File: config.mk
export PLATFORM = sky130hd
export DESIGN_NAME = fpga_subsystem
export DESIGN_NICKNAME = d
export VERILOG_FILES = /design/src/source/motor_pkg.sv /design/src/source/spi_target.sv /design/src/source/reg_file.sv /design/src/source/tick_divider.sv /design/src/source/pwm_gen.sv /design/src/source/fpga_subsystem.sv
export SDC_FILE = /design/constraint.sdc
export NUM_CORES = 1
export LEC_CHECK = 0
export BUFFER_PORTS_ARGS = -buffer_cell sky130_fd_sc_hd__buf_4
export CAP_MARGIN = 20
export CORE_MARGIN = 2
export CORE_UTILIZATION = 52
export CTS_CLUSTER_DIAMETER = 120
export DETAILED_ROUTE_END_ITERATION = 6
export GPL_TIMING_DRIVEN = 1
export PLACE_DENSITY = 0.68
export REMOVE_ABC_BUFFERS = 1
export SLEW_MARGIN = 0
export SYNTH_ARGS = -nofsm -noshare
export SYNTH_HDL_FRONTEND = slang
export SYNTH_SLANG_ARGS = --single-unit
File: constraint.sdc
create_clock -name clock -period 2.8 [get_ports clock]
set_input_delay 0.28 -clock clock [delete_from_list [all_inputs] [get_ports clock]]
set_output_delay 0.28 -clock clock [all_outputs]
set_load 0.01 [all_outputs]
File: src/source/motor_pkg.sv
////////////////////
// Motor subsystem shared definitions
// Register map, field widths, tick rates and bus structs
////////////////////
`default_nettype none

package motor_pkg;

    ////////////////////
    // Widths
    ////////////////////
    localparam int addr_w     = 6;              // Register address
    localparam int data_w     = 8;              // Register data
    localparam int speed_w    = 5;              // Drive speed field
    localparam int mask_w     = 3;              // LED mask field
    localparam int level_w    = 4;              // LED brightness field
    localparam int num_motors = 4;              // Drive channels
    localparam int num_leds   = 4;              // Status LEDs incl. debug

    ////////////////////
    // Register map
    ////////////////////
    localparam logic [addr_w-1:0] addr_drive_enable = 6'h00;   // Per-motor enables
    localparam logic [addr_w-1:0] addr_drive_speed0 = 6'h02;   // Speeds 0..3 at 0x02..0x05
    localparam logic [addr_w-1:0] addr_led_mask     = 6'h06;   // Fault, pi, ps4
    localparam logic [addr_w-1:0] addr_led_level    = 6'h07;   // Shared brightness

    // Bit positions inside the LED mask
    localparam int led_fault = 0;
    localparam int led_pi    = 1;
    localparam int led_ps4   = 2;

    ////////////////////
    // Frame and tick rates
    ////////////////////
    localparam int frame_bits      = 16;        // SPI frame length
    localparam int drive_tick_log2 = 2;         // Drive tick every 4 clocks
    localparam int led_tick_log2   = 3;         // LED tick every 8 clocks

    // Field to duty scaling, as left shifts
    localparam int speed_shift = 2;             // Speed x 4
    localparam int level_shift = 4;             // Level x 16

    ////////////////////
    // Types
    ////////////////////
    typedef logic [data_w-1:0] duty_t;          // PWM high count out of 256

    // Register access strobes from the SPI side
    typedef struct packed {
        logic [addr_w-1:0] address;             // Target register
        logic              write_en;            // One-clock write pulse
        logic [data_w-1:0] wr_data;             // Write payload
        logic              read_en;             // One-clock read pulse
    } reg_bus_t;

    // Drive motor settings
    typedef struct packed {
        logic [num_motors-1:0]              enable;
        logic [num_motors-1:0][speed_w-1:0] speed;
    } drive_cfg_t;

    // Status LED settings
    typedef struct packed {
        logic [mask_w-1:0]  mask;
        logic [level_w-1:0] level;
    } led_cfg_t;

endpackage

`default_nettype wire

File: src/source/spi_target.sv
////////////////////
// SPI mode-0 target
// Oversamples the pins and turns 16-bit frames into register strobes
////////////////////
`default_nettype none

module spi_target (
    input  logic                         clock,
    input  logic                         reset_n,
    input  logic                         spi_clock,
    input  logic                         cs_n,
    input  logic                         mosi,
    input  logic [motor_pkg::data_w-1:0] rd_data,
    output logic                         miso,
    output motor_pkg::reg_bus_t          bus
);
    import motor_pkg::*;

    localparam int cnt_w     = $clog2(frame_bits + 1);
    localparam int read_edge = frame_bits - data_w;     // Header length in bits

    logic [2:0]            sclk_sync;       // Two sync stages plus edge history
    logic [1:0]            cs_sync;
    logic [1:0]            mosi_sync;
    logic                  sclk_rise;
    logic                  sclk_fall;
    logic [cnt_w-1:0]      bit_cnt;         // Rising edges seen this frame
    logic [frame_bits-1:0] rx_shift;
    logic [frame_bits-1:0] rx_next;
    logic                  rd_load;         // rd_data is valid this clock
    logic [data_w-1:0]     tx_shift;
    logic                  miso_q;

    ////////////////////
    // Pin synchronisers
    ////////////////////
    always_ff @(posedge clock or negedge reset_n) begin
        if (!reset_n) begin
            sclk_sync <= '0;
            cs_sync   <= '1;                // Deselected out of reset
            mosi_sync <= '0;
        end else begin
            sclk_sync <= {sclk_sync[1:0], spi_clock};
            cs_sync   <= {cs_sync[0], cs_n};
            mosi_sync <= {mosi_sync[0], mosi};
        end
    end

    assign sclk_rise = sclk_sync[1] & ~sclk_sync[2];
    assign sclk_fall = ~sclk_sync[1] & sclk_sync[2];
    assign rx_next   = {rx_shift[frame_bits-2:0], mosi_sync[1]};   // MSB first

    always_ff @(posedge clock) begin
        if (sclk_rise) begin
            rx_shift <= rx_next;
        end
    end

    ////////////////////
    // Receive and strobes
    ////////////////////
    always_ff @(posedge clock or negedge reset_n) begin
        if (!reset_n) begin
            bit_cnt <= '0;
            bus     <= '0;
        end else begin
            bus.write_en <= 1'b0;           // Strobes last one clock
            bus.read_en  <= 1'b0;
            if (cs_sync[1]) begin
                bit_cnt <= '0;              // Frame abort or idle
            end else if (sclk_rise && bit_cnt != cnt_w'(frame_bits)) begin
                bit_cnt <= bit_cnt + 1'b1;
                // Header complete, flag is clear so this is a read
                if (bit_cnt == cnt_w'(read_edge - 1) && !rx_next[read_edge-1]) begin
                    bus.address <= rx_next[addr_w-1:0];
                    bus.read_en <= 1'b1;
                end
                // Last bit of a write frame
                if (bit_cnt == cnt_w'(frame_bits - 1) && rx_next[frame_bits-1]) begin
                    bus.address  <= rx_next[data_w +: addr_w];     // Bits 13..8
                    bus.wr_data  <= rx_next[data_w-1:0];
                    bus.write_en <= 1'b1;
                end
            end
        end
    end

    ////////////////////
    // Readback shifter
    ////////////////////
    always_ff @(posedge clock or negedge reset_n) begin
        if (!reset_n) begin
            rd_load  <= 1'b0;
            tx_shift <= '0;
            miso_q   <= 1'b0;
        end else begin
            rd_load <= bus.read_en;         // reg_file answers one clock later
            if (cs_sync[1]) begin
                tx_shift <= '0;
                miso_q   <= 1'b0;
            end else if (rd_load) begin
                tx_shift <= rd_data;
            end else if (sclk_fall) begin
                miso_q   <= tx_shift[data_w-1];                // Host samples on next rise
                tx_shift <= {tx_shift[data_w-2:0], 1'b0};
            end
        end
    end

    assign miso = miso_q & ~cs_n;           // Quiet while deselected

    // Readback load lands before the first data bit goes out
    assert property (@(posedge clock) disable iff (!reset_n)
        rd_load |-> !sclk_fall)
        else $error("falling spi_clock edge collided with the readback load");

endmodule

`default_nettype wire

File: src/source/reg_file.sv
////////////////////
// Control register file
// Address decode, field storage and registered readback
////////////////////
`default_nettype none

module reg_file (
    input  logic                         clock,
    input  logic                         reset_n,
    input  motor_pkg::reg_bus_t          bus,
    output logic [motor_pkg::data_w-1:0] rd_data,
    output motor_pkg::drive_cfg_t        drive,
    output motor_pkg::led_cfg_t          leds
);
    import motor_pkg::*;

    localparam int sel_w = $clog2(num_motors);

    logic [addr_w-1:0] speed_off;           // Offset into the speed block
    logic              speed_hit;
    logic [sel_w-1:0]  speed_sel;
    logic              enable_hit;
    logic              mask_hit;
    logic              level_hit;
    logic [data_w-1:0] rd_next;

    ////////////////////
    // Address decode
    ////////////////////
    assign speed_off  = bus.address - addr_drive_speed0;   // Wraps high below the block
    assign speed_hit  = speed_off < addr_w'(num_motors);
    assign speed_sel  = speed_off[sel_w-1:0];
    assign enable_hit = bus.address == addr_drive_enable;
    assign mask_hit   = bus.address == addr_led_mask;
    assign level_hit  = bus.address == addr_led_level;

    ////////////////////
    // Field writes
    ////////////////////
    always_ff @(posedge clock or negedge reset_n) begin
        if (!reset_n) begin
            drive <= '0;
            leds  <= '0;
        end else if (bus.write_en) begin
            // Upper bits of each field are dropped here
            if (enable_hit) begin
                drive.enable <= bus.wr_data[num_motors-1:0];
            end else if (speed_hit) begin
                drive.speed[speed_sel] <= bus.wr_data[speed_w-1:0];
            end else if (mask_hit) begin
                leds.mask <= bus.wr_data[mask_w-1:0];
            end else if (level_hit) begin
                leds.level <= bus.wr_data[level_w-1:0];
            end
        end
    end

    ////////////////////
    // Readback
    ////////////////////
    always_comb begin
        rd_next = '0;                       // Unmapped reads as zero
        if (enable_hit) begin
            rd_next = data_w'(drive.enable);
        end else if (speed_hit) begin
            rd_next = data_w'(drive.speed[speed_sel]);
        end else if (mask_hit) begin
            rd_next = data_w'(leds.mask);
        end else if (level_hit) begin
            rd_next = data_w'(leds.level);
        end
    end

    always_ff @(posedge clock or negedge reset_n) begin
        if (!reset_n) begin
            rd_data <= '0;
        end else if (bus.read_en) begin
            rd_data <= rd_next;             // Held until the next read
        end
    end

    // A write ends a frame, a read needs a fresh 8-bit header
    assert property (@(posedge clock) disable iff (!reset_n)
        bus.write_en |=> !bus.read_en)
        else $error("read strobe right after write strobe");

endmodule

`default_nettype wire

File: src/source/tick_divider.sv
////////////////////
// PWM time base divider
// Drive and LED tick enables from one free-running counter
////////////////////
`default_nettype none

module tick_divider (
    input  logic clock,
    input  logic reset_n,
    output logic drive_tick,
    output logic led_tick
);
    import motor_pkg::*;

    logic [led_tick_log2-1:0] div_cnt;      // Wraps every LED tick period

    always_ff @(posedge clock or negedge reset_n) begin
        if (!reset_n) begin
            div_cnt <= '0;
        end else begin
            div_cnt <= div_cnt + 1'b1;
        end
    end

    // Registered so each tick is a clean one-clock pulse
    always_ff @(posedge clock or negedge reset_n) begin
        if (!reset_n) begin
            drive_tick <= 1'b0;
            led_tick   <= 1'b0;
        end else begin
            drive_tick <= &div_cnt[drive_tick_log2-1:0];   // Low bits wrap
            led_tick   <= &div_cnt;                        // Whole counter wraps
        end
    end

endmodule

`default_nettype wire

File: src/source/pwm_gen.sv
////////////////////
// 8-bit PWM generator
// Ratio taken at period wrap so each period is glitch free
////////////////////
`default_nettype none

module pwm_gen (
    input  logic             clock,
    input  logic             reset_n,
    input  logic             tick,
    input  motor_pkg::duty_t ratio,
    output logic             pwm_signal
);
    import motor_pkg::*;

    duty_t period_cnt;                      // 256 ticks per period
    duty_t ratio_q;                         // Ratio for the running period
    logic  wrap;

    assign wrap = tick && (period_cnt == '1);

    always_ff @(posedge clock or negedge reset_n) begin
        if (!reset_n) begin
            period_cnt <= '0;
            ratio_q    <= '0;
        end else if (tick) begin
            period_cnt <= period_cnt + 1'b1;
            if (wrap) begin
                ratio_q <= ratio;           // New duty from next period
            end
        end
    end

    // High while the count is below the ratio
    always_ff @(posedge clock or negedge reset_n) begin
        if (!reset_n) begin
            pwm_signal <= 1'b0;
        end else begin
            pwm_signal <= period_cnt < ratio_q;
        end
    end

    // A high phase only starts at the top of a period
    assert property (@(posedge clock) disable iff (!reset_n)
        $rose(pwm_signal) |-> $past(period_cnt) == '0)
        else $error("pwm output rose away from the start of a period");

endmodule

`default_nettype wire

File: src/source/fpga_subsystem.sv
////////////////////
// Robot FPGA subsystem, host side
// SPI registers driving four drive PWMs and the status LEDs
////////////////////
`default_nettype none

module fpga_subsystem (
    input  logic                             clock,
    input  logic                             reset_n,
    input  logic                             spi_clock,      // Mode 0
    input  logic                             cs_n,
    input  logic                             mosi,
    output logic                             miso,
    output logic [motor_pkg::num_motors-1:0] sd_pwm,         // Drive motor waves
    output logic                             status_fault,
    output logic                             status_pi,
    output logic                             status_ps4,
    output logic                             status_debug
);
    import motor_pkg::*;

    reg_bus_t                bus;           // SPI to register strobes
    logic [data_w-1:0]       rd_data;
    drive_cfg_t              drive;
    led_cfg_t                leds;
    logic                    drive_tick;
    logic                    led_tick;
    duty_t [num_motors-1:0]  drive_ratio;
    duty_t                   led_ratio;
    logic                    light_wave;    // Shared brightness wave
    logic [num_leds-1:0]     led_out;

    ////////////////////
    // Host interface
    ////////////////////
    spi_target u_spi (
        .clock     (clock),
        .reset_n   (reset_n),
        .spi_clock (spi_clock),
        .cs_n      (cs_n),
        .mosi      (mosi),
        .rd_data   (rd_data),
        .miso      (miso),
        .bus       (bus)
    );

    reg_file u_regs (
        .clock     (clock),
        .reset_n   (reset_n),
        .bus       (bus),
        .rd_data   (rd_data),
        .drive     (drive),
        .leds      (leds)
    );

    tick_divider u_ticks (
        .clock      (clock),
        .reset_n    (reset_n),
        .drive_tick (drive_tick),
        .led_tick   (led_tick)
    );

    ////////////////////
    // Duty ratios
    ////////////////////
    always_comb begin
        for (int i = 0; i < num_motors; i++) begin
            // Disabled motor idles low
            drive_ratio[i] = drive.enable[i] ? duty_t'(drive.speed[i]) << speed_shift : '0;
        end
        led_ratio = duty_t'(leds.level) << level_shift;
    end

    for (genvar i = 0; i < num_motors; i++) begin : g_drive
        pwm_gen u_pwm (
            .clock      (clock),
            .reset_n    (reset_n),
            .tick       (drive_tick),
            .ratio      (drive_ratio[i]),
            .pwm_signal (sd_pwm[i])
        );
    end

    pwm_gen u_lights (
        .clock      (clock),
        .reset_n    (reset_n),
        .tick       (led_tick),
        .ratio      (led_ratio),
        .pwm_signal (light_wave)
    );

    ////////////////////
    // Status LEDs
    ////////////////////
    assign led_out      = {1'b1, leds.mask} & {num_leds{light_wave}};   // Debug always lit
    assign status_fault = led_out[led_fault];
    assign status_pi    = led_out[led_pi];
    assign status_ps4   = led_out[led_ps4];
    assign status_debug = led_out[num_leds-1];

endmodule

`default_nettype wire

* Word level (Yosys, flattened, before mapping)
Index checks and enable logic that the tools add are counted.
** Word-level totals
- Bits in latches :: 0
- Bits in registers :: 178
- Memories kept :: 0
- Bits in writable memories :: 0
- Input port bits :: 5
- Output and inout bits :: 9
- Bits in read-only memories :: 0
** Cells by class
- Shift-type cells :: 0
- Bitwise operators :: 11
- Multipliers :: 0
- Add/sub/neg operators :: 8
- Magnitude comparators :: 8
- Eq/ne operators :: 11
- Reductions and logical operators :: 29
- Multiplexer cells :: 26
- Divide/modulo/power cells :: 0
** Operators by type and width (number)
- 8-bit two-way mux :: 6
- 8-bit by 1-bit adder with 8-bit output (second input constant) :: 5
- 8-bit equality test (second input constant) :: 5
- 8-bit < comparator :: 5
- 7-bit two-way mux :: 4
- 20-bit bitwise mux :: 1
- 10-bit two-way mux :: 2
- 5-bit two-way mux :: 4
- 2-bit AND reduction :: 8
- 15-bit two-way mux :: 1
- 6-bit by 3-bit equality test with 1-bit output (second input constant) :: 2
- 3-bit AND reduction :: 4
- 5-bit binary-select mux with 2-bit select :: 1
- 5-bit demux with 2-bit select :: 1
- 1-bit logical AND :: 9
- 1-bit inverter :: 7
- 6-bit logical NOT :: 1
- 6-bit by 3-bit < comparator with 1-bit output (second input constant) :: 1
- 6-bit two-way mux :: 1
- 2-bit nonzero test :: 3
- 6-bit by 2-bit subtractor with 6-bit output (second input constant) :: 1
- 5-bit by 1-bit adder with 5-bit output (second input constant) :: 1
- 5-bit by 3-bit equality test with 1-bit output (second input constant) :: 1
- 5-bit by 4-bit equality test with 1-bit output (second input constant) :: 1
- 13 further kinds :: 18

* Depth between registers and ports, before layout
- Word-level depth :: 6
- Depth in mapped cells :: 8

* Hierarchy
A second synthesis with hierarchy kept.
** Unflattened totals
- Cells, all modules :: 657
- Area, all modules :: 8408.1 um^2
** Modules (own cells, without submodules)
- pwm_gen :: area an instance 844.6 um^2, cells an instance 71, instances 5
- spi_target :: area an instance 2110.8 um^2, cells an instance 139, instances 1
- reg_file :: area an instance 1773.0 um^2, cells an instance 131, instances 1
- tick_divider :: area an instance 153.9 um^2, cells an instance 8, instances 1
- fpga_subsystem :: area an instance 147.6 um^2, cells an instance 24, instances 1

* Worst setup path after synthesis
No wires, ideal clock.
- Path type :: register -> register
- From :: reg u_spi.sclk_sync[1]
- To :: reg u_spi.bus[10] (netlist name)
- Period minus slack after synthesis :: 2.166 ns
- Path buffers :: 2
- Data required time :: 2.675 ns
- Arrival :: 2.042 ns
- Stages on the path, launching flop included :: 7
- Library setup time :: 0.125 ns
- Slack :: 0.634 ns
- Cell sequence :: dfrtp_1 > nor2b_1 > clkbuf_1 > o31ai_1 > a211o_1 > clkbuf_1 > mux2_2
** On the way
- Cells in the longest elaborated chain, start to end :: 3
** Ends and longest elaborated chain
- start, declared :: line spi_target.sv:22 : logic [2:0] sclk_sync;
- start signal, assigned :: line spi_target.sv:43 : sclk_sync <= {sclk_sync[1:0], spi_clock};
- 1-bit bitwise AND :: line spi_target.sv:49 : assign sclk_rise = sclk_sync[1] & ~sclk_sync[2];
- named net u_spi.sclk_rise :: line spi_target.sv:25 : logic sclk_rise;
- 1-bit logical AND :: line spi_target.sv:71 : end else if (sclk_rise && bit_cnt != cnt_w'(frame_bits)) begin
- 3-bit AND reduction (no source line)
The timed path passes the listed nets, and every way through them passes these cells.
A chain may end at the register's enable or synchronous reset.

* Worst setup path in the final report
- From :: reg u_spi.bus[11] (netlist name)
- To :: reg u_regs.drive[12] (netlist name)
** On the way
- Cells in the longest elaborated chain, start to end :: 6
- Elaborated cells on any way between the ends :: 11
** Ends and longest elaborated chain
- 6-bit by 2-bit subtractor with 6-bit output :: line reg_file.sv:30 : assign speed_off = bus.address - addr_drive_speed0;
- 2-bit by 3-bit < comparator with 1-bit output (not written as such) or 2-bit by 1-bit >= comparator with 1-bit output (tied branches) :: line reg_file.sv:49 : drive.speed[speed_sel] <= bus.wr_data[speed_w-1:0];
- 1-bit logical AND (not written as such) :: line reg_file.sv:49
- 5-bit two-way mux (not written as such) :: line reg_file.sv:49
- 5-bit demux with 2-bit select
- 20-bit bitwise mux :: line reg_file.sv:49
Several ways; a longest one is shown, not always the timed one.

==> flow_summary.yaml <==
routing:
  vias: 4169
  wl_per_cell_um: 16.1
  wirelength_um: 12200
  first_iter_violations: 213
  drtAntennaViolNets: 0
  drt_pre_antenna_iters: 5
  via_per_inst: 5.47
  drc: 0
job:
  drv_cap: 0
timing:
  rsz0062_at_grt: "false"
  fin_crit_sh: 0.889
  final_max_slew_viol_count: 0
  final-setup-viol-count: 0
  worstMarginPinSlew_ps: 835
  max_freq_ghz: 0.402
  fin_worst_skew_ps: 9.92
  fin_crit_ps: 2490
  hold_violations: 0
  maxSlewHeadroom: 0.442
  finalSetupTns_ps: 0
worst_setup_path:
  critPathLaunchType: "flop"
  critPathMaxStageDelay_ps: 600
  cpMaxStageDelayCell: "nor4_2"
  crit_cells: 6
  r2r_cells: 6
  critPathKind: "reg2reg"
  crit_fanout: 10
  cp.arrival_ps: 2790
  rrSetupSlack_ps: 310
  cp_top_family: "simple AND/OR/NAND/NOR gates"
  reg2reg_from: "u_spi.bus[11]"
  cp_num_buf_inv: 1
  end_kind: "flop"
  path_cells: "inv_1, ha_1, xnor2_1, nand3b_1, nor4_2, mux2_2"
  worst_r2r_endpoint: "u_regs.drive[12]"
  required_ps: 3100
layout:
  seqCellArea_um2: 4080
  syn_to_final_growth_pct: 12.8
  nets: 608
  drive_gt1_frac: 0.195
  n_fill_cell: 1028
  antenna_cells: 0
  multiInputGateArea_um2: 2800
  stdcell_area_um2: 8020
yosys:
  ys_warn_count: 0
  netlist_instances: 554
  synth_largest_area_cell: "dfrtp_1"
  synth_edf_count: 15
  syn_area_um2: 7110
  post-synth-top-count-cell: "dfrtp_1"
  synth_seq_cells: 160
  seq_area_frac_synth: 0.574
  syn_avg_cell_area_um2: 12.8
  synth.area.top_cells: "dfrtp_1, mux2_2, edfxtp_1, ha_1, mux2i_1"
  synth_top_area_frac: 0.504
  async_flop_share: 0.906
  synth_common_cells: "dfrtp_1, mux2_2, nand2_1"
  yosysUniqueCellTypes: 42
  synth_ff_type: "dfrtp_1"
placed_design:
  dpl.hpwl_um: 8330
  gp_congestion: 0.878
  numPortBuffers: 13
  place_area_um2: 7370
cts:
  cts_max_level: 4
  cts.sinks: 160
  postCtsSetupBuffers: 0
  cts_root_buf: "clkbuf_16"
  clock_latency_ps: 420
  cts_resized: 0
  cts_hold_buffers: 4
  clk_pin_slew_ps: 60
  clock_path_buffers: 2
  cts_buffers: 17
  cts_tree: "done"
pwr:
  switching_share: 0.197
  p_sw_w: 0.000946
  pwr-share-clk: 0.489
  power_frac_seq: 0.494
  p_per_area_nw_per_um2: 600
  pwr-share-comb: 0.017
  leakage_nw: 3.69
  intPower_w: 0.00386
  peakVddDrop_uv: 390
grt:
  grt_max_degree: 81
  antenna_found_initial: 0
  grt_pass1_wl_um: 21000
  grt_pass1_vias: 4270
  grt-ovfl-total: 0
  grtUsageTotal: 0.187
min_path:
  hold_start: "u_spi.sclk_sync[0]"
  holdPathStages: 0
  hp-class: "reg2reg"
  min_to: "u_spi.sclk_sync[1]"
die:
  ioPinCount: 14
  coreArea_um2: 13300
  start_util: 0.534
  die_w_um: 121
  row_count: 42
  die_area_um2: 14600
  die_h_um: 121
run_status:
  status: "finished, final reports clean"
[worst max-delay path by stage]
stage | start | to
after CTS | u_spi.bus[11] | u_regs.drive[12]
after global placement | u_spi.bus[11] | u_regs.drive[14]
after global routing | u_spi.bus[11] | u_regs.drive[12]
after floorplan | u_spi.sclk_sync[1] | u_spi.bus[1]
after detailed placement | u_spi.bus[11] | u_regs.drive[14]
final | u_spi.bus[11] | u_regs.drive[12]
[power groups by stage]
| stage | Combinational [W] | Sequential, W | Clock [W] |
|---|---|---|---|
| after global placement | 0.0000789 | 0.00242 | 0 |
| after floorplan | 0.0000221 | 0.00241 | 0 |
| final | 0.0000821 | 0.00238 | 0.00235 |
| after CTS | 0.0000858 | 0.00237 | 0.00240 |
| after global routing | 0.0000961 | 0.00238 | 0.00251 |
| after detailed placement | 0.0000815 | 0.00242 | 0 |
[cell type report]
type | count | share of cell area
Sequential cell | 160 | 0.509
Inverter | 33 | 0.0155
Multi-Input combinational cell | 339 | 0.349
Clock inverter | 13 | 0.0211
Clock buffer | 19 | 0.0540
Tap cell | 176 | 0.0275
Timing Repair Buffer | 22 | 0.0239
[per-layer routing]
metal	share of wire	GRT usage	vias up
met3	0.045	0.0564	16
met4	0.015	0.0698	0
li1	-	-	1963
met2	0.48	0.294	73
met5	0	0	-
met1	0.46	0.246	2117
[cells by family after synthesis]
group,count (synthesis),synth area share
DFF,160,0.574
adders and majority gates,30,0.0528
AOI/OAI and AO/OA,39,0.0400
muxes,95,0.155
xor gates and xnor gates,40,0.0493
and+or+nand+nor,135,0.0970
buffers and inverters,55,0.0319
[stage by stage]
stage               power [W]  utilization  std cells  setup slack, ps  hold slack (ps)
CTS                   0.00486        0.603        762              283              350
global route          0.00498        0.603        762             84.6              357
floorplan             0.00244            -        532              384            -15.6
finish                0.00481        0.603        762              311              349
global placement      0.00250        0.555        726              450              334
detailed placement    0.00250        0.555        726              306              337
[cells in the final DEF (no fill, tap or decap), types with 4 or more instances in the layout]
cell / Yosys / routed
a211o_1: 8 / 8
a21o_1: 10 / 10
a21oi_1: 4 / 4
a31oi_1: 7 / 7
and3_1: 5 / 5
buf_4: 5 / 16
bufinv_16: 0 / 4
clkbuf_16: 0 / 17
clkinv_2: 0 / 5
dfrtp_1: 143 / 143
dlygate4sd3_1: 0 / 4
edfxtp_1: 15 / 15
ha_1: 30 / 30
inv_1: 33 / 33
mux2_2: 52 / 52
mux2_4: 4 / 4
mux2i_1: 34 / 34
mux4_2: 5 / 5
nand2_1: 42 / 42
nand2b_1: 5 / 5
nand3_1: 16 / 16
nand4_1: 13 / 13
nor2_1: 22 / 22
nor2b_1: 6 / 6
nor3_1: 9 / 9
xnor2_1: 23 / 23
xor2_1: 17 / 17
[sequential cells by signal (all words and copies together) (netlist names), 7 cells and up]
register / cells
u_spi.tx_shift: 8
u_regs.drive: 24
g_drive.u_pwm.period_cnt: 32
u_lights.period_cnt: 8
u_spi.bus: 13
g_drive.u_pwm.ratio_q: 20
u_regs.leds: 7
u_spi.rx_shift: 15
Note: power is estimated with default switching activity, not from simulation.
